$ cat config.mk
export PLATFORM = sky130hd
export DESIGN_NAME = missCounter
export DESIGN_NICKNAME = d
export VERILOG_FILES = /design/src/rtl/busPkg.sv /design/src/rtl/missCounter.sv
export SDC_FILE = /design/constraint.sdc
export NUM_CORES = 1
export LEC_CHECK = 0
export BUFFER_PORTS_ARGS = -buffer_cell sky130_fd_sc_hd__buf_2
export CORE_MARGIN = 4
export CORE_UTILIZATION = 54
export DETAILED_ROUTE_END_ITERATION = 10
export GPL_TIMING_DRIVEN = 0
export PLACE_DENSITY_LB_ADDON = 0.05
export SYNTH_ARGS = -nofsm -noshare
export SYNTH_HDL_FRONTEND = slang
export SYNTH_SLANG_ARGS = --single-unit
$ cat constraint.sdc
create_clock -name clk -period 2.63 [get_ports clk]
set_clock_uncertainty 0.2 [all_clocks]
set_input_delay 0.263 -clock clk [delete_from_list [all_inputs] [get_ports clk]]
set_output_delay 0.263 -clock clk [all_outputs]
set_load 0.005 [all_outputs]
$ cat src/rtl/busPkg.sv
`default_nettype none

package busPkg;

  // fetch unit side
  typedef struct packed {
    logic        valid;
    logic [31:0] addr;
  } fetchReqT;

  typedef struct packed {
    logic        dataOk;  // one-cycle pulse
    logic [31:0] rdata;
  } fetchRespT;

  // refill side, one 128-bit beat per line
  typedef struct packed {
    logic        rdReq;
    logic [31:0] rdAddr;  // line aligned
  } refillReqT;

  typedef struct packed {
    logic         retValid;
    logic [127:0] retData;
  } refillRetT;

  // per-cycle events for the performance counters
  typedef struct packed {
    logic accepted;
    logic miss;
  } lookupEvtT;

endpackage

`default_nettype wire

$ cat src/rtl/missCounter.sv
`default_nettype none

module missCounter #(
  parameter int CountWidth = 32
) (
  input  logic                  clk,
  input  logic                  resetn,
  input  busPkg::lookupEvtT     lookupEvt,
  output logic [CountWidth-1:0] reqCount,
  output logic [CountWidth-1:0] missCount
);

  // both counters wrap at the top
  always_ff @(posedge clk) begin
    if (!resetn) begin
      reqCount <= '0;
      missCount <= '0;
    end else begin
      if (lookupEvt.accepted) begin
        reqCount <= reqCount + 1'b1;  // replays are never accepted
      end
      if (lookupEvt.miss) begin
        missCount <= missCount + 1'b1;
      end
    end
  end

endmodule

`default_nettype wire

==> results of run 1 <==
-- flip-flops by register name, indices dropped and copies added, names as in the netlist --
signal     count
reqCount      32
missCount     32
-- worst max path at each step --
stage                                   from                   endpoint  slack, ns  depth (start not counted)
CTS                 reqCount[0]$_SDFFE_PN0P_  reqCount[30]$_SDFFE_PN0P_       0.06                          7
global placement    reqCount[0]$_SDFFE_PN0P_  reqCount[30]$_SDFFE_PN0P_       0.03                          7
global route        reqCount[6]$_SDFFE_PN0P_  reqCount[21]$_SDFFE_PN0P_       0.04                          5
floorplan           reqCount[0]$_SDFFE_PN0P_  reqCount[30]$_SDFFE_PN0P_       0.32                          7
detailed placement  reqCount[0]$_SDFFE_PN0P_  reqCount[30]$_SDFFE_PN0P_       0.03                          7
finish              reqCount[0]$_SDFFE_PN0P_  reqCount[30]$_SDFFE_PN0P_       0.20                          6
-- layer usage --
metal | GRT usage (%) | share of wire (%) | vias up
met1 | 26.0 | 45 | 1374
met5 | 0 | 0 | -
met4 | 7.88 | 1.7 | 0
met2 | 36.0 | 48 | 69
met3 | 5.65 | 5.3 | 12
li1 | - | - | 1445
-- placed cells by master (no fill, tap or decap), types with 8 or more instances in the layout --
master / instances
nand2b_1: 9
o31ai_1: 18
clkbuf_8: 11
nor2_1: 30
or3_1: 10
clkbuf_1: 11
buf_2: 66
and4_1: 9
nand4_1: 16
a21oi_1: 27
mux2i_1: 11
nand3_1: 21
o21ai_0: 8
xor2_1: 12
nor3_1: 8
dfxtp_1: 64
or4_1: 20
xnor2_1: 13
nand2_1: 31
-- cell families after synthesis --
group	share of synthesized area, %
compound gates	10.9
mux	3.60
xor+xnor	7.15
simple gates	31.6
flops	41.8
fa+ha+maj	0.817
buf+inv	4.05
-- area by class of cell --
| type | instances | area (µm²) |
|---|---|---|
| buffer | 15 | 101 |
| inverter | 5 | 18.8 |
| multi-input combinational | 266 | 1670 |
| sequential | 64 | 1280 |
| fill | 513 | 1850 |
| timing repair buffer | 65 | 325 |
| clock inverter | 4 | 20.0 |
| tap | 72 | 90.1 |
| clock buffer | 11 | 151 |
-- timing repair --
item	4_1_cts	5_1_grt
gates resized for setup	1	1
setup endpoints to repair	1	6
gates cloned	0	0
-- through the flow --
| step | instance area [µm²] | hold slack [ns] |
|---|---|---|
| after floorplan | 3060 | 0.236 |
| after global placement | 3480 | 0.260 |
| after detailed placement | 3480 | 0.269 |
| after CTS | 3650 | 0.0463 |
| after global routing | 3650 | 0.0569 |
| final | 3650 | 0.0447 |
-- power by group through the flow --
| stage | combinational [mW] | sequential [mW] | clock (mW) |
|---|---|---|---|
| after floorplan | 0.0399 | 1.01 | 0 |
| after global placement | 0.0577 | 1.01 | 0 |
| after detailed placement | 0.0588 | 1.01 | 0 |
| after CTS | 0.0591 | 0.984 | 0.759 |
| after global routing | 0.0677 | 0.985 | 0.811 |
| final | 0.0583 | 0.985 | 0.753 |
-- critical path, cell delays in order, from the launching register on --
cell	delay (ns)
dfxtp_1	0.42
ha_1	0.23
nand3_1	0.19
or4_4	0.64
buf_6	0.18
nor4_2	0.32
mux2i_1	0.20
==> results.json, run 1 <==
{
  "r2r_end": "reqCount[30]$_SDFFE_PN0P_",
  "setup_viol": 0,
  "postLayoutSetupSlackWorst_ns": 0.198,
  "cap_violations": 0,
  "whs_endpoint": "reqCount[31]$_SDFFE_PN0P_",
  "antenna_left": 0,
  "synth.avg_cell_area_um2": 8.72,
  "dr.first_iter.drc_count": 137,
  "antenna_found_initial": 0,
  "status": "complete, no violations",
  "yosysWarningCount": 0,
  "num_rows": 27,
  "vias": 2900,
  "io_buffers": 65,
  "synth_common_cells": "64 x dfxtp_1, 31 x nand2_1, 30 x nor2_1",
  "worst_skew_pair.late_latency_ns": 0.35,
  "crit_type": "register to register",
  "cts_made_buffers": 9,
  "synth-edff-count": 0,
  "end_kind": "register",
  "hold_viol": 0,
  "syn-num-nets": 357,
  "slew_viol_final": 0,
  "hp-class": "input port to register",
  "wl_per_cell_um": 14.1,
  "power_mw": 1.80,
  "clkSlewWorstSetupHoldPaths_ns": 0.07,
  "dieWidth_um": 83.3,
  "core_um2": 5510,
  "synth.distinct_cells": 34,
  "drcViolationCount": 0,
  "diodes": 0,
  "synthCells": 351,
  "min_from": "resetn",
  "start_kind": "register",
  "synth-async-reset-ratio_pct": 0,
  "first_pass_iters": 4,
  "cts_tree": "built",
  "netSwitchingPower_mw": 0.414,
  "fin_crit_sh_pct": 92.5,
  "reg2reg_depth": 6,
  "cts_sinks": 64,
  "io_pins": 68,
  "syn_to_final_growth_pct": 19.4,
  "p_leak_nw": 1.42,
  "power.density_nw_per_um2": 491,
  "yosysMostFrequentCell": "dfxtp_1",
  "synth_area_um2": 3060,
  "start_util_pct": 55.6,
  "r2r_slack_ns": 0.20,
  "cts_hold_buf": 0,
  "dpl.cell_count": 488,
  "p_clk_share_pct": 41.9,
  "required_ns": 2.71,
  "grt_setup_unrepaired": "no",
  "totalWireLength_mm": 7.09,
  "maxSlewHeadroom_pct": 65.8,
  "cp.arrival_ns": 2.52,
  "drive_gt1_share_pct": 21.4,
  "worst_pin_slew_ns": 0.514,
  "holdPathStages": 3,
  "postCtsSetupBuffers": 0,
  "fin_nets": 432,
  "preCtsSetupSlack_ns": 0.0296,
  "synth-seq-area-share_pct": 41.8,
  "clockBufferDepth": 2,
  "grt_pass1_vias": 2788,
  "synth_ff_type": "dfxtp_1",
  "viasPerCell": 5.78,
  "setup-tns-final_ns": 0,
  "synth-seq-cells": 64,
  "place.gp.congestion": 0.782,
  "htreeDepth": 3,
  "grt_start_max_net_pins": 11,
  "grt_overflow_total": 0,
  "fmax_mhz": 411,
  "path_max_fanout": 10,
  "yosysTopAreaCell": "dfxtp_1",
  "seqPwrFrac_pct": 54.8,
  "grt_pass1_wl_mm": 12.4,
  "stdcell_count": 502,
  "synth.top_cell.area_share_pct": 41.8,
  "cts_root_buf": "clkbuf_8",
  "finalCoreUtilization_pct": 66.4,
  "post-dp-hpwl_mm": 5.14,
  "r2r-start": "reqCount[0]$_SDFFE_PN0P_",
  "p_comb_share_pct": 3.2,
  "dieArea_um2": 6940,
  "swShare_pct": 23.1,
  "die_h_um": 83.3,
  "synth_area_leaders": "dfxtp_1 42%, or4_1 5.1%, a21oi_1 4.4%",
  "ir_drop_uv": 261,
  "p_int_mw": 1.38,
  "grt_usage_pct": 21.3,
  "fin_crit_ns": 2.43
}
(Power assumes the default switching activity.)
==> run 2: changes to the inputs <==
--- a/config.mk
+++ b/config.mk
@@ -11,6 +11,7 @@
 export DETAILED_ROUTE_END_ITERATION = 10
 export GPL_TIMING_DRIVEN = 0
 export PLACE_DENSITY_LB_ADDON = 0.05
+export REMOVE_ABC_BUFFERS = 1
 export SYNTH_ARGS = -nofsm -noshare
 export SYNTH_HDL_FRONTEND = slang
 export SYNTH_SLANG_ARGS = --single-unit
==> results.json, run 2 (synthesis results as in run 1) <==
{
  "grt_pass1_vias": 2639,
  "status": "complete, no violations",
  "crit_end": "reqCount[20]$_SDFFE_PN0P_",
  "path_delay_family": "simple AND/OR/NAND/NOR gates",
  "first_pass_iters": 4,
  "reg2reg_depth": 5,
  "core_um2": 5510,
  "cts_hold_buf": 0,
  "r2r-start": "reqCount[0]$_SDFFE_PN0P_",
  "postLayoutSetupSlackWorst_ns": 0.175,
  "dr.first_iter.drc_count": 116,
  "start_util_pct": 55.6,
  "grt_setup_unrepaired": "no",
  "cts_tree": "built",
  "io_buffers": 67,
  "p_leak_nw": 1.38,
  "top_regs": "missCount: 32 flops, reqCount: 32 flops",
  "power.density_nw_per_um2": 523,
  "grt_start_max_net_pins": 55,
  "cts_root_buf": "clkbuf_8",
  "crit_buf_inv": 0,
  "slowest_delay_ns": 0.68,
  "r2r_slack_ns": 0.18,
  "diodes": 0,
  "final_common_cell": "buf_2",
  "cp_cell_sequence": "ha_1, nand3_1, or4_4, or4_1, a21oi_1",
  "post-dp-hpwl_mm": 4.65,
  "maxSlewHeadroom_pct": 38.7,
  "drive_gt1_share_pct": 21.5,
  "worst_hold_slack_ns": 0.0568,
  "dieArea_um2": 6940,
  "cp_num_cells": 5,
  "antenna_left": 0,
  "setup-tns-final_ns": 0,
  "ir_drop_uv": 381,
  "place.gp.congestion": 0.755,
  "grt_pass1_wl_mm": 12.0,
  "dieWidth_um": 83.3,
  "crit_type": "register to register",
  "fmax_mhz": 407,
  "path_max_fanout": 18,
  "critPathSlowestCell": "or4_4",
  "fin_area_um2": 3580,
  "cts_sinks": 64,
  "cp.arrival_ns": 2.52,
  "worst_skew_pair.late_latency_ns": 0.34,
  "placed_cell_area_um2": 3380,
  "io_pins": 68,
  "power_mw": 1.87,
  "hold_viol": 0,
  "hp-class": "input port to register",
  "fillCellCount": 495,
  "cap_violations": 0,
  "post_cts_resized": 1,
  "postCtsSetupBuffers": 0,
  "die_h_um": 83.3,
  "fin_crit_ns": 2.45,
  "slew_viol_final": 0,
  "clkSlewWorstSetupHoldPaths_ns": 0.08,
  "crit_start": "reqCount[0]$_SDFFE_PN0P_",
  "syn_to_final_growth_pct": 17.0,
  "end_kind": "register",
  "vias": 2832,
  "antenna_found_initial": 0,
  "final_cell_mix": "67 x buf_2, 64 x dfxtp_1, 31 x nand2_1",
  "setup_viol": 0,
  "start_kind": "register",
  "grt_overflow_total": 0,
  "worst_pin_slew_ns": 0.919,
  "required_ns": 2.69,
  "htreeDepth": 3,
  "wl_per_cell_um": 13.9,
  "fin_nets": 419,
  "preCtsSetupSlack_ns": 0.00679,
  "r2r_end": "reqCount[20]$_SDFFE_PN0P_",
  "totalWireLength_mm": 6.80,
  "fin_crit_sh_pct": 93.3,
  "num_rows": 27,
  "drcViolationCount": 0,
  "grt_usage_pct": 20.3,
  "viasPerCell": 5.78,
  "cts_made_buffers": 9,
  "clockBufferDepth": 2
}
==> run 2: area by class of cell <==
type / count / area [µm²] / area share (%)
tap: 72 / 90.1 / 2.51
clock buffer: 9 / 124 / 3.46
timing repair buffer: 67 / 335 / 9.36
multi-input combinational: 266 / 1660 / 46.3
clock inverter: 7 / 72.6 / 2.03
sequential: 64 / 1280 / 35.8
inverter: 5 / 18.8 / 0.524
==> run 2: worst min path at each step <==
stage                                     startpoint                          to  slack, ns  cells after the start
after floorplan                               resetn   reqCount[19]$_SDFFE_PN0P_       0.18                      1
after global placement    missCount[31]$_SDFFE_PN0P_  missCount[31]$_SDFFE_PN0P_       0.26                      2
after detailed placement  missCount[31]$_SDFFE_PN0P_  missCount[31]$_SDFFE_PN0P_       0.28                      2
after CTS                               lookupEvt[1]    reqCount[0]$_SDFFE_PN0P_       0.05                      3
after global routing                    lookupEvt[1]    reqCount[0]$_SDFFE_PN0P_       0.08                      3
final                                   lookupEvt[0]   missCount[0]$_SDFFE_PN0P_       0.06                      3
==> run 2: through the flow <==
step	utilization (%)	cells
after floorplan	-	335
after global placement	61.4	474
after detailed placement	61.4	474
after CTS	65.1	490
after global routing	65.1	490
final	65.1	490
==> run 2: metal layers <==
metal  vias to the layer above  global-route usage (%)  part of all wire (%)
met1                      1328                    25.6                    46
met4                         0                    6.69                   1.5
met3                        10                    5.56                   5.4
met5                         -                       0                     0
met2                        68                    33.7                    47
li1                       1426                       -                     -
==> run 2: worst register-to-register path, cell delays in order (launching register included) <==
cell and delay [ns]:
dfxtp_1 0.41, ha_1 0.22, nand3_1 0.18, or4_4 0.68, or4_1 0.53, a21oi_1 0.15
==> run 2: power breakdown <==
group	total, mW	internal (mW)	switching [mW]
combinational	0.0474	0.0169	0.0305
sequential	0.983	0.975	0.00837
clock	0.843	0.437	0.406
total	1.87	1.43	0.445
