[config.mk]
export PLATFORM = sky130hd
export DESIGN_NAME = iCache
export DESIGN_NICKNAME = d
export VERILOG_FILES = /design/src/rtl/cachePkg.sv /design/src/rtl/busPkg.sv /design/src/rtl/iCache.sv
export SDC_FILE = /design/constraint.sdc
export NUM_CORES = 1
export LEC_CHECK = 0
export ABC_CLOCK_PERIOD_IN_PS = 6940
export BUFFER_PORTS_ARGS = -buffer_cell sky130_fd_sc_hd__buf_2
export CORE_AREA = 2 2 267 269
export CTS_CLUSTER_DIAMETER = 200
export DETAILED_ROUTE_END_ITERATION = 6
export DIE_AREA = 0 0 269 271
export HOLD_SLACK_MARGIN = 0.12
export PLACE_DENSITY = 0.45
export SLEW_MARGIN = 20
export SYNTH_ARGS = -nofsm -noshare
export SYNTH_HDL_FRONTEND = slang
export SYNTH_SLANG_ARGS = --single-unit
[constraint.sdc]
create_clock -name clk -period 6.94 [get_ports clk]
set_input_delay 0 -clock clk [delete_from_list [all_inputs] [get_ports clk]]
set_output_delay 0 -clock clk [all_outputs]
set_load 0.01 [all_outputs]
[src/rtl/cachePkg.sv]
`default_nettype none

package cachePkg;

  // 256 sets of 16-byte lines, 32-bit addresses
  parameter int IndexBits = 8;
  parameter int OffsetBits = 4;
  parameter int TagBits = 32 - IndexBits - OffsetBits;
  parameter int Sets = 1 << IndexBits;
  parameter int WordsPerLine = 4;

  typedef struct packed {
    logic               valid;
    logic [TagBits-1:0] tag;
  } tagEntryT;

  // word 0 sits at the lowest address of the line
  typedef logic [WordsPerLine-1:0][31:0] lineT;

  typedef enum logic [1:0] {
    Idle,
    Lookup,
    Miss,
    Refill
  } cacheStateT;

endpackage

`default_nettype wire

[src/rtl/busPkg.sv]
`default_nettype none

package busPkg;

  // fetch unit side
  typedef struct packed {
    logic        valid;
    logic [31:0] addr;
  } fetchReqT;

  typedef struct packed {
    logic        dataOk;  // one-cycle pulse
    logic [31:0] rdata;
  } fetchRespT;

  // refill side, one 128-bit beat per line
  typedef struct packed {
    logic        rdReq;
    logic [31:0] rdAddr;  // line aligned
  } refillReqT;

  typedef struct packed {
    logic         retValid;
    logic [127:0] retData;
  } refillRetT;

  // per-cycle events for the performance counters
  typedef struct packed {
    logic accepted;
    logic miss;
  } lookupEvtT;

endpackage

`default_nettype wire

[src/rtl/iCache.sv]
`default_nettype none

module iCache (
  input  logic                           clk,
  input  logic                           resetn,
  input  busPkg::fetchReqT               fetchReq,
  output logic                           addrOk,
  output busPkg::fetchRespT              fetchResp,
  input  logic                           flush,
  output busPkg::refillReqT              refillReq,
  input  logic                           rdRdy,
  input  busPkg::refillRetT              refillRet,
  output logic                           tagEn,
  output logic                           tagWe0,
  output logic                           tagWe1,
  output logic [cachePkg::IndexBits-1:0] ramIndex,
  output cachePkg::tagEntryT             tagWdata,
  input  cachePkg::tagEntryT             tagRdata0,
  input  cachePkg::tagEntryT             tagRdata1,
  output cachePkg::lineT                 dataWdata,
  input  cachePkg::lineT                 dataRdata0,
  input  cachePkg::lineT                 dataRdata1,
  output busPkg::lookupEvtT              lookupEvt
);

  import cachePkg::*;

  cacheStateT state;
  cacheStateT nextState;

  logic [31:0]     reqBuf;     // fetch address of the lookup
  logic            replay;     // line written, lookup still owed
  logic            flushPend;  // flush seen during miss or refill
  logic [Sets-1:0] lru;        // way to replace next, one bit per set

  logic [TagBits-1:0]              bufTag;
  logic [IndexBits-1:0]            bufIndex;
  logic [$clog2(WordsPerLine)-1:0] bufWord;
  logic [IndexBits-1:0]            newIndex;

  logic        hit0;
  logic        hit1;
  logic        hit;
  logic        respOk;
  logic        accept;
  logic        replayRead;
  logic        refillWr;
  logic        victim;
  logic [31:0] word0;
  logic [31:0] word1;

  // address fields
  assign bufTag = reqBuf[31 -: TagBits];
  assign bufIndex = reqBuf[OffsetBits +: IndexBits];
  assign bufWord = reqBuf[2 +: $clog2(WordsPerLine)];
  assign newIndex = fetchReq.addr[OffsetBits +: IndexBits];

  // RAM outputs belong to the buffered request while in lookup
  assign hit0 = tagRdata0.valid && (tagRdata0.tag == bufTag);
  assign hit1 = tagRdata1.valid && (tagRdata1.tag == bufTag);
  assign hit = hit0 || hit1;

  // a flush drops whatever is in lookup
  assign respOk = (state == Lookup) && hit && !flush;

  always_comb begin
    case (state)
      Idle:    addrOk = !replay || flush;  // pending replay blocks new requests
      Lookup:  addrOk = hit || flush;
      default: addrOk = 1'b0;
    endcase
  end

  assign accept = fetchReq.valid && addrOk;
  assign replayRead = (state == Idle) && replay && !flush;
  assign refillWr = (state == Refill) && refillRet.retValid;
  assign victim = lru[bufIndex];

  // tag and data RAMs share index, enable and write enables
  assign ramIndex = addrOk ? newIndex : bufIndex;
  assign tagEn = accept || replayRead || refillWr;
  assign tagWe0 = refillWr && !victim;
  assign tagWe1 = refillWr && victim;
  assign tagWdata = '{valid: 1'b1, tag: bufTag};
  assign dataWdata = refillRet.retData;

  // word select by offset bits 3:2
  assign word0 = dataRdata0[bufWord];
  assign word1 = dataRdata1[bufWord];

  assign fetchResp.dataOk = respOk;
  assign fetchResp.rdata = hit0 ? word0 : word1;

  // refill request held for the whole miss state
  assign refillReq.rdReq = (state == Miss);
  assign refillReq.rdAddr = {reqBuf[31:OffsetBits], {OffsetBits{1'b0}}};

  assign lookupEvt.accepted = accept;
  assign lookupEvt.miss = (state == Lookup) && !hit && !flush;

  always_comb begin
    nextState = state;
    case (state)
      Idle: begin
        if (accept || replayRead) begin
          nextState = Lookup;
        end
      end
      Lookup: begin
        if (hit || flush) begin
          nextState = accept ? Lookup : Idle;  // back-to-back hits stay here
        end else begin
          nextState = Miss;
        end
      end
      Miss: begin
        if (rdRdy) begin
          nextState = Refill;
        end
      end
      Refill: begin
        if (refillRet.retValid) begin
          nextState = Idle;
        end
      end
      default: nextState = Idle;
    endcase
  end

  always_ff @(posedge clk) begin
    if (!resetn) begin
      state <= Idle;
      replay <= 1'b0;
      flushPend <= 1'b0;
    end else begin
      state <= nextState;

      // replay only if no flush arrived since the miss
      if (refillWr) begin
        replay <= !(flushPend || flush);
      end else if (state == Idle) begin
        replay <= 1'b0;  // consumed by the replay read or dropped by flush
      end

      if (refillWr) begin
        flushPend <= 1'b0;
      end else if (flush && (state == Miss || state == Refill)) begin
        flushPend <= 1'b1;
      end
    end
  end

  // LRU bit names the way not used most recently
  always_ff @(posedge clk) begin
    if (!resetn) begin
      lru <= '0;
    end else if (respOk) begin
      lru[bufIndex] <= hit0;
    end else if (refillWr) begin
      lru[bufIndex] <= !victim;
    end
  end

  // request buffer, loaded on acceptance only
  always_ff @(posedge clk) begin
    if (accept) begin
      reqBuf <= fetchReq.addr;
    end
  end

endmodule

`default_nettype wire

==> summary.md, run 1 <==
| Metric | Value |
|---|---|
| Part of the Yosys area used for sequential elements | 0.357 |
| Worst Skew | 0.0272 ns |
| Reg-to-reg critical path endpoint | lru[164]$_SDFFE_PN0P_ |
| Crit path required time | 6.94 ns |
| Synth Flop Type | dfxtp_1 |
| Postcts setup bufs | 0 |
| P_leak | 0.00756 uW |
| CTS max path bufs | 3 |
| Total power | 4520 uW |
| RSZ-0062 raised after global routing | false |
| Reg2Reg Setup Slack | 2.44 ns |
| Starting density of the core | 0.245 |
| Global route overflow | 0 |
| Fillers | 7158 |
| WP buf/inv | 3 |
| Hold WC Path Type | in -> reg |
| Yosys warning total | 0 |
| Max Cap Viol | 0 |
| Arrival time at the worst endpoint | 4.61 ns |
| TritonCTS clock tree | done |
| Worst Reg-to-Reg Cells | 9 |
| DRT Pass-1 Iters | 6 |
| Die Height | 271 um |
| Drt drc | 0 |
| Tot GR Track Use | 0.246 |
| Routed vias/inst | 5.50 |
| Cell family with most CP delay | simple AND/OR/NAND/NOR gates |
| Largest net degree at the start of global routing | 159 |
| Synth area leader | dfxtp_1 |
| CP Class | reg -> out |
| Post-synthesis instance total | 1653 |
| Worst reg2reg path startpoint | reqBuf[14]$_DFFE_PP_ |
| Top-area cell type share of the netlist area | 0.304 |
| Final worst path period need | 4.61 ns |
| VDD IR-drop max | 0.117 mV |
| Setup ws final | 2.33 ns |
| Setup TNS | 0 ns |
| DPL Wire Length | 69300 um |
| Number of synthesized flops with an enable pin | 30 |
| Sink Count | 290 |
| Die X | 269 um |
| Cell variety after synth | 62 |
| Worst-path clk slew | 0.06 ns |
| P&R area growth vs syn | 26.9% |
| Number of top-level pins | 693 |
| DR WL/cell | 32.2 um |
| CP cell instances | xnor2_1 -> nand4_1 -> nor4_2 -> nand4b_1 -> buf_4 -> buf_4 -> mux4_2 -> mux2_2 -> buf_2 |
| Synth area leaders | dfxtp_1, mux4_2, a311oi_1 |
| Routability Congestion | 0.862 |
| Final wirelength | 94500 um |
| Final Max Slew Viols | 0 |
| Pwr Density | 208 nW/um^2 |
| Initial antenna violation count | 48 |
| Mean Syn Cell Area | 10.3 um^2 |
| Most frequent CP cell | buf_4 |
| Crit-path max FO | 43 |
| Setup violations, final | 0 |
| Clock root buffer | clkbuf_16 |
| Routed Antenna Nets | 0 |
| Status | finished clean |
| Seq cells post-synth | 290 |
| Slew margin rel. | 0.287 |
| Count leader, synth | dfxtp_1 |
| Worst path depth | 9 |
| Fmax | 217 MHz |
| Htree depth | 2 |
| # nets final | 2411 |
| Least-Margin Pin Slew | 1.07 ns |
| Drt initial violations | 1735 |
| Mapped Area | 17100 um^2 |
| Die area | 72900 um^2 |
| Critical path capture point type | primary output |
| Tcrit/Tclk final | 0.665 |
| Core Region | 69800 um^2 |
| Synth async-reset ratio | 0 |
| Placed cell count | 2683 |
| DR vias | 16200 |
| Non-filler cells, final | 2937 |
| Worst slack, placed | 2.38 ns |
| Num CTS Buffers | 36 |
| First-pass GRT wire length | 125000 um |
| Commonest cells in the netlist | dfxtp_1, a21oi_1, a311oi_1, buf_4, clkbuf_1 |
| Final Hold Viols | 0 |
| CP Launch Point | reqBuf[19]$_DFFE_PP_ |
| CP startpoint kind | flip-flop |
| Fin util | 0.311 |
| CP peak stage delay | 0.66 ns |
| Clock latency at the later pin of the worst-skew pair | 0.56 ns |
| Layout cells sized above 1 | 0.379 |
| Port bufs | 429 |
| Vias in the first global route | 15100 |
| Setup crit end | fetchResp[20] |
| Cell Rows | 97 |
| Slowest-stage cell, CP | nor4_2 |
## how the worst min path moves through the flow
stage,start,end,slack (ns),cells after the start
after global placement,refillRet[19],dataWdata[19],0.00007,0
after global routing,fetchReq[27],reqBuf[27]$_DFFE_PP_,0.16,2
after floorplan,refillRet[0],dataWdata[0],0.09,1
after detailed placement,refillRet[19],dataWdata[19],0.00007,0
after CTS,fetchReq[25],reqBuf[25]$_DFFE_PP_,0.12,2
final,fetchReq[19],reqBuf[19]$_DFFE_PP_,0.16,2
## flip-flops by register name, summed over array words and instances (netlist names), named ones only
| name | count |
|---|---|
| state | 1 |
| flushPend | 1 |
| replay | 1 |
| reqBuf | 30 |
| lru | 256 |
## worst register-to-register path, stage by stage, from the launching register on
cell and delay (ns):
edfxtp_1 0.57, xnor2_1 0.64, nand4_1 0.17, or4_1 0.57, o22ai_1 0.52, nand3_1 0.34, a41oi_4 0.26, buf_4 0.85
and4_1 0.38, nor3_1 0.05
## logic make-up (layout without fill, tap and decap cells)
family                 after synthesis  count (layout)  share of synthesized area
XOR/XNOR                            40              40                     0.0205
AND/OR/NAND/NOR                    196             196                     0.0637
AO/OA/AOI/OAI                      534             534                      0.216
multiplexers                       194             194                      0.208
flip-flops                         290             290                      0.357
buffers and inverters              397             713                      0.135
other                                2              30                   0.000439
## per-stage QoR
stage	instance area (um^2)	hold slack, ns
2_1_floorplan	17100	0.0918
3_3_place_gp	18700	0.0000686
3_5_place_dp	18700	0.0000686
4_1_cts	21600	0.123
5_1_grt	21700	0.158
6_report	21700	0.162
## cell type report
type | count | area [um^2] | area share
antenna | 25 | 62.6 | 0.00288
clock buffer | 48 | 1040 | 0.0478
clock inverter | 15 | 159 | 0.00732
inverter | 9 | 38.8 | 0.00179
multi-input combinational | 969 | 8930 | 0.411
sequential | 290 | 6110 | 0.281
tap | 940 | 1180 | 0.0542
timing repair buffer | 641 | 4190 | 0.193
## routing by layer
layer	routed length [um]	global-route usage	up-vias
met3	9670	0.0851	149
met5	312	0.0196	-
met1	38500	0.312	8090
met4	3880	0.101	28
li1	-	-	6951
met2	42100	0.375	943
## timing repair
action	in CTS	in global routing
endpoints found under the hold margin	182	0
resized for setup	0	0
hold buffers	166	0
## cells in the final DEF, fill, tap and decap left out, types with 6 or more instances in the layout
cell / n
a211oi_1: 10
a21oi_1: 252
a22oi_1: 6
a311oi_1: 224
a31oi_1: 6
and3_1: 11
and4_1: 15
buf_2: 429
buf_4: 43
clkbuf_16: 37
clkbuf_8: 7
clkinv_2: 9
dfxtp_1: 260
diode_2: 25
dlygate4sd3_1: 166
edfxtp_1: 30
inv_1: 7
mux2_2: 46
mux2i_1: 24
mux4_2: 124
nand2_1: 19
nand3_1: 28
nand4_1: 8
nor2_1: 18
nor2_2: 6
nor2_4: 15
nor2b_1: 10
nor3_1: 19
nor3b_1: 6
nor4_1: 7
o21ai_0: 8
xnor2_1: 17
xor2_1: 23
## power breakdown
group	total (uW)	switching, uW	internal [uW]
clock network	1930	798	1130
logic	850	532	317
registers	1740	30.5	1710
Power figures use the tool's default switching activity.
==> run 2, diff against run 1 <==
--- a/config.mk
+++ b/config.mk
@@ -5,7 +5,7 @@
 export SDC_FILE = /design/constraint.sdc
 export NUM_CORES = 1
 export LEC_CHECK = 0
-export ABC_CLOCK_PERIOD_IN_PS = 6940
+export ABC_CLOCK_PERIOD_IN_PS = 4740
 export BUFFER_PORTS_ARGS = -buffer_cell sky130_fd_sc_hd__buf_2
 export CORE_AREA = 2 2 267 269
 export CTS_CLUSTER_DIAMETER = 200
==> constraint.sdc (replaced) <==
create_clock -name clk -period 4.74 [get_ports clk]
set_input_delay 0 -clock clk [delete_from_list [all_inputs] [get_ports clk]]
set_output_delay 0 -clock clk [all_outputs]
set_load 0.01 [all_outputs]
==> run 2 against run 1 <==
Largest power group unchanged. Combinational power rose by 47%. Register-to-register slack got worse by 1.6 ns. Worst setup slack got worse by 2.0 ns. Power rose by 44%. Die area did not move. Routed wire length rose by 1.8%. Cell area rose by 1.6%.
==> summary.md, run 2 (same netlist as run 1, synthesis figures left out) <==
| Metric | Value |
|---|---|
| Largest net degree at the start of global routing | 141 (-11%) |
| P&R area growth vs syn | 29.0% |
| Die Height | 271 um (unchanged) |
| Worst Reg-to-Reg Cells | 10 (+1) |
| Drt drc | 0 (unchanged) |
| Max FFs per register | 256 (unchanged) |
| DR vias | 16300 (+1.0%) |
| CP peak stage delay | 0.70 ns (+0.04 ns) |
| Cell family with most CP delay | buffers and inverters |
| Arrival time at the worst endpoint | 4.39 ns (-0.22 ns) |
| Most frequent CP cell | buf_4 |
| Metal3 WL | 9670 um (about the same) |
| Multi-input logic area | 8820 um^2 (-1.2%) |
| # nets final | 2453 (+1.7%) |
| Final Hold Viols | 0 (unchanged) |
| TritonCTS clock tree | done |
| DR WL/cell | 32.3 um (+0.55%) |
| Sink Count | 290 (unchanged) |
| Num CTS Buffers | 35 (-2.8%) |
| Routed Antenna Nets | 0 (unchanged) |
| Comb pwr share | 0.193 (+0.005) |
| Crit-path max FO | 39 (-9.3%) |
| Crit path required time | 4.74 ns (-2.20 ns) |
| Hold_sp | fetchReq[21] |
| CTS resizes | 0 (unchanged) |
| Core Region | 69800 um^2 (unchanged) |
| CTS max path bufs | 3 (unchanged) |
| Wire length on met1 | 39500 um (+2.6%) |
| Reg-to-reg critical path endpoint | lru[164]$_SDFFE_PN0P_ |
| Max layer used | met5 |
| Clock latency at the later pin of the worst-skew pair | 0.55 ns (about the same) |
| Htree depth | 2 (unchanged) |
| Starting density of the core | 0.245 (unchanged) |
| Largest Register | lru |
| Tcrit/Tclk final | 0.926 |
| Commonest non-fill, non-tap cell in the layout | buf_2 |
| Cell Rows | 97 (unchanged) |
| CP startpoint kind | flip-flop |
| Switching pwr | 1920 uW (+41%) |
| Slew margin rel. | 0.275 (-0.0113) |
| Final Max Slew Viols | 0 (unchanged) |
| Worst hold endpoint | reqBuf[21]$_DFFE_PP_ |
| Clk network pwr share | 0.410 (-0.017) |
| Setup TNS | 0 ns (unchanged) |
| Die area | 72900 um^2 (unchanged) |
| Commonest non-fill, non-tap cells in the layout | buf_2, dfxtp_1, a21oi_1, a311oi_1, dlygate4sd3_1 |
| Pwr Density | 295 nW/um^2 (+41%) |
| Met2 WL | 43000 um (+2.3%) |
| Number of top-level pins | 693 (unchanged) |
| Critical path capture point type | primary output |
| Die X | 269 um (unchanged) |
| Postcts setup bufs | 0 (unchanged) |
| Internal | 4580 uW (+45%) |
| Layout cells sized above 1 | 0.387 (+0.00726) |
| Hold-fix buffers, CTS | 166 (unchanged) |
| Hold depth | 2 (unchanged) |
| Global route overflow | 0 (unchanged) |
| Routed vias/inst | 5.49 (-0.29%) |
| Worst Skew | 0.0284 ns (+0.00126 ns) |
| WP buf/inv | 4 (+1) |
| Least-Margin Pin Slew | 1.09 ns (+0.0170 ns) |
| DRT Pass-1 Iters | 6 (unchanged) |
| Setup ws final | 0.351 ns (-1.97 ns) |
| Clock root buffer | clkbuf_16 |
| Routability Congestion | 0.858 (-0.48%) |
| First-pass GRT wire length | 128000 um (+2.4%) |
| CP cell instances | xnor2_1 -> nand4_1 -> nor4_1 -> buf_4 -> nand4b_1 -> buf_4 -> buf_12 -> mux4_2 -> mux2_2 -> buf_2 |
| Max Cap Viol | 0 (unchanged) |
| Switching Share | 0.295 (-0.00605) |
| Reg2Reg Setup Slack | 0.85 ns (-1.59 ns) |
| Regs by FF count | lru (256), reqBuf (30) |
| Setup violations, final | 0 (unchanged) |
| Worst-path clk slew | 0.06 ns (about the same) |
| Final worst path period need | 4.39 ns |
| Register area | 6110 um^2 (unchanged) |
| Port bufs | 429 (unchanged) |
| Initial antenna violation count | 53 (+10%) |
| Reg power frac | 0.397 (+0.012) |
| Drt initial violations | 1808 (+4.2%) |
| Tot GR Track Use | 0.252 (+0.00626) |
| Fillers | 7164 (+0.084%) |
| RSZ-0062 raised after global routing | false |
| Worst reg2reg path startpoint | reqBuf[22]$_DFFE_PP_ |
| Fmax | 228 MHz |
| Status | finished clean |
| Hold WC Path Type | in -> reg |
| Vias in the first global route | 15400 (+2.0%) |
| CP Class | reg -> out |
| DPL Wire Length | 72000 um (+3.8%) |
| Slowest-stage cell, CP | edfxtp_1 |
| Worst slack, placed | 0.915 ns (-1.47 ns) |
| VDD IR-drop max | 0.241 mV (+110%) |
| Final wirelength | 96200 um (+1.8%) |
| P_leak | 0.00777 uW (+2.8%) |
-- run 2: power groups by stage --
stage | clock network (uW) | logic, uW | registers, uW
4_1_cts | 2750 | 1230 | 2580
3_5_place_dp | 0 | 1050 | 2630
5_1_grt | 2860 | 1300 | 2580
3_3_place_gp | 0 | 1050 | 2630
6_report | 2660 | 1250 | 2580
2_1_floorplan | 0 | 679 | 2570
-- run 2: metrics by stage --
step	util	power, uW	area [um^2]	cells	hold slack (ns)
2_1_floorplan	-	3250	17100	1656	0.0918
3_3_place_gp	0.275	3680	19200	2725	0.0000686
3_5_place_dp	0.275	3690	19200	2725	0.0000686
4_1_cts	0.315	6570	22000	2949	0.139
5_1_grt	0.316	6730	22000	2961	0.168
6_report	0.316	6500	22100	2975	0.176
-- run 2: area by class of cell --
cell class | instances | share of cell area
Multi-Input combinational cell | 969 | 0.400
Sequential cell | 290 | 0.277
Timing Repair Buffer | 684 | 0.215
Tap cell | 940 | 0.0533
Clock buffer | 54 | 0.0496
Antenna cell | 25 | 0.00284
Inverter | 9 | 0.00176
Clock inverter | 4 | 0.000908
-- run 2: worst max path at each step --
stage                                      end  cells past startpoint  slack, ns                  from
after global placement           fetchResp[23]                     10       0.95  reqBuf[22]$_DFFE_PP_
final                            fetchResp[20]                     10       0.35  reqBuf[22]$_DFFE_PP_
after CTS                        fetchResp[23]                     10       0.35  reqBuf[22]$_DFFE_PP_
after detailed placement  lru[16]$_SDFFE_PN0P_                     10       0.91   reqBuf[4]$_DFFE_PP_
after floorplan           reqBuf[10]$_DFFE_PP_                      8       0.92  reqBuf[30]$_DFFE_PP_
after global routing             fetchResp[20]                     10       0.20  reqBuf[22]$_DFFE_PP_
-- run 2: routing by layer --
layer  up-vias  track usage
met5         -            0
met2       960        0.387
li1       7014            -
met4        36       0.0893
met3       170       0.0921
met1      8143        0.323
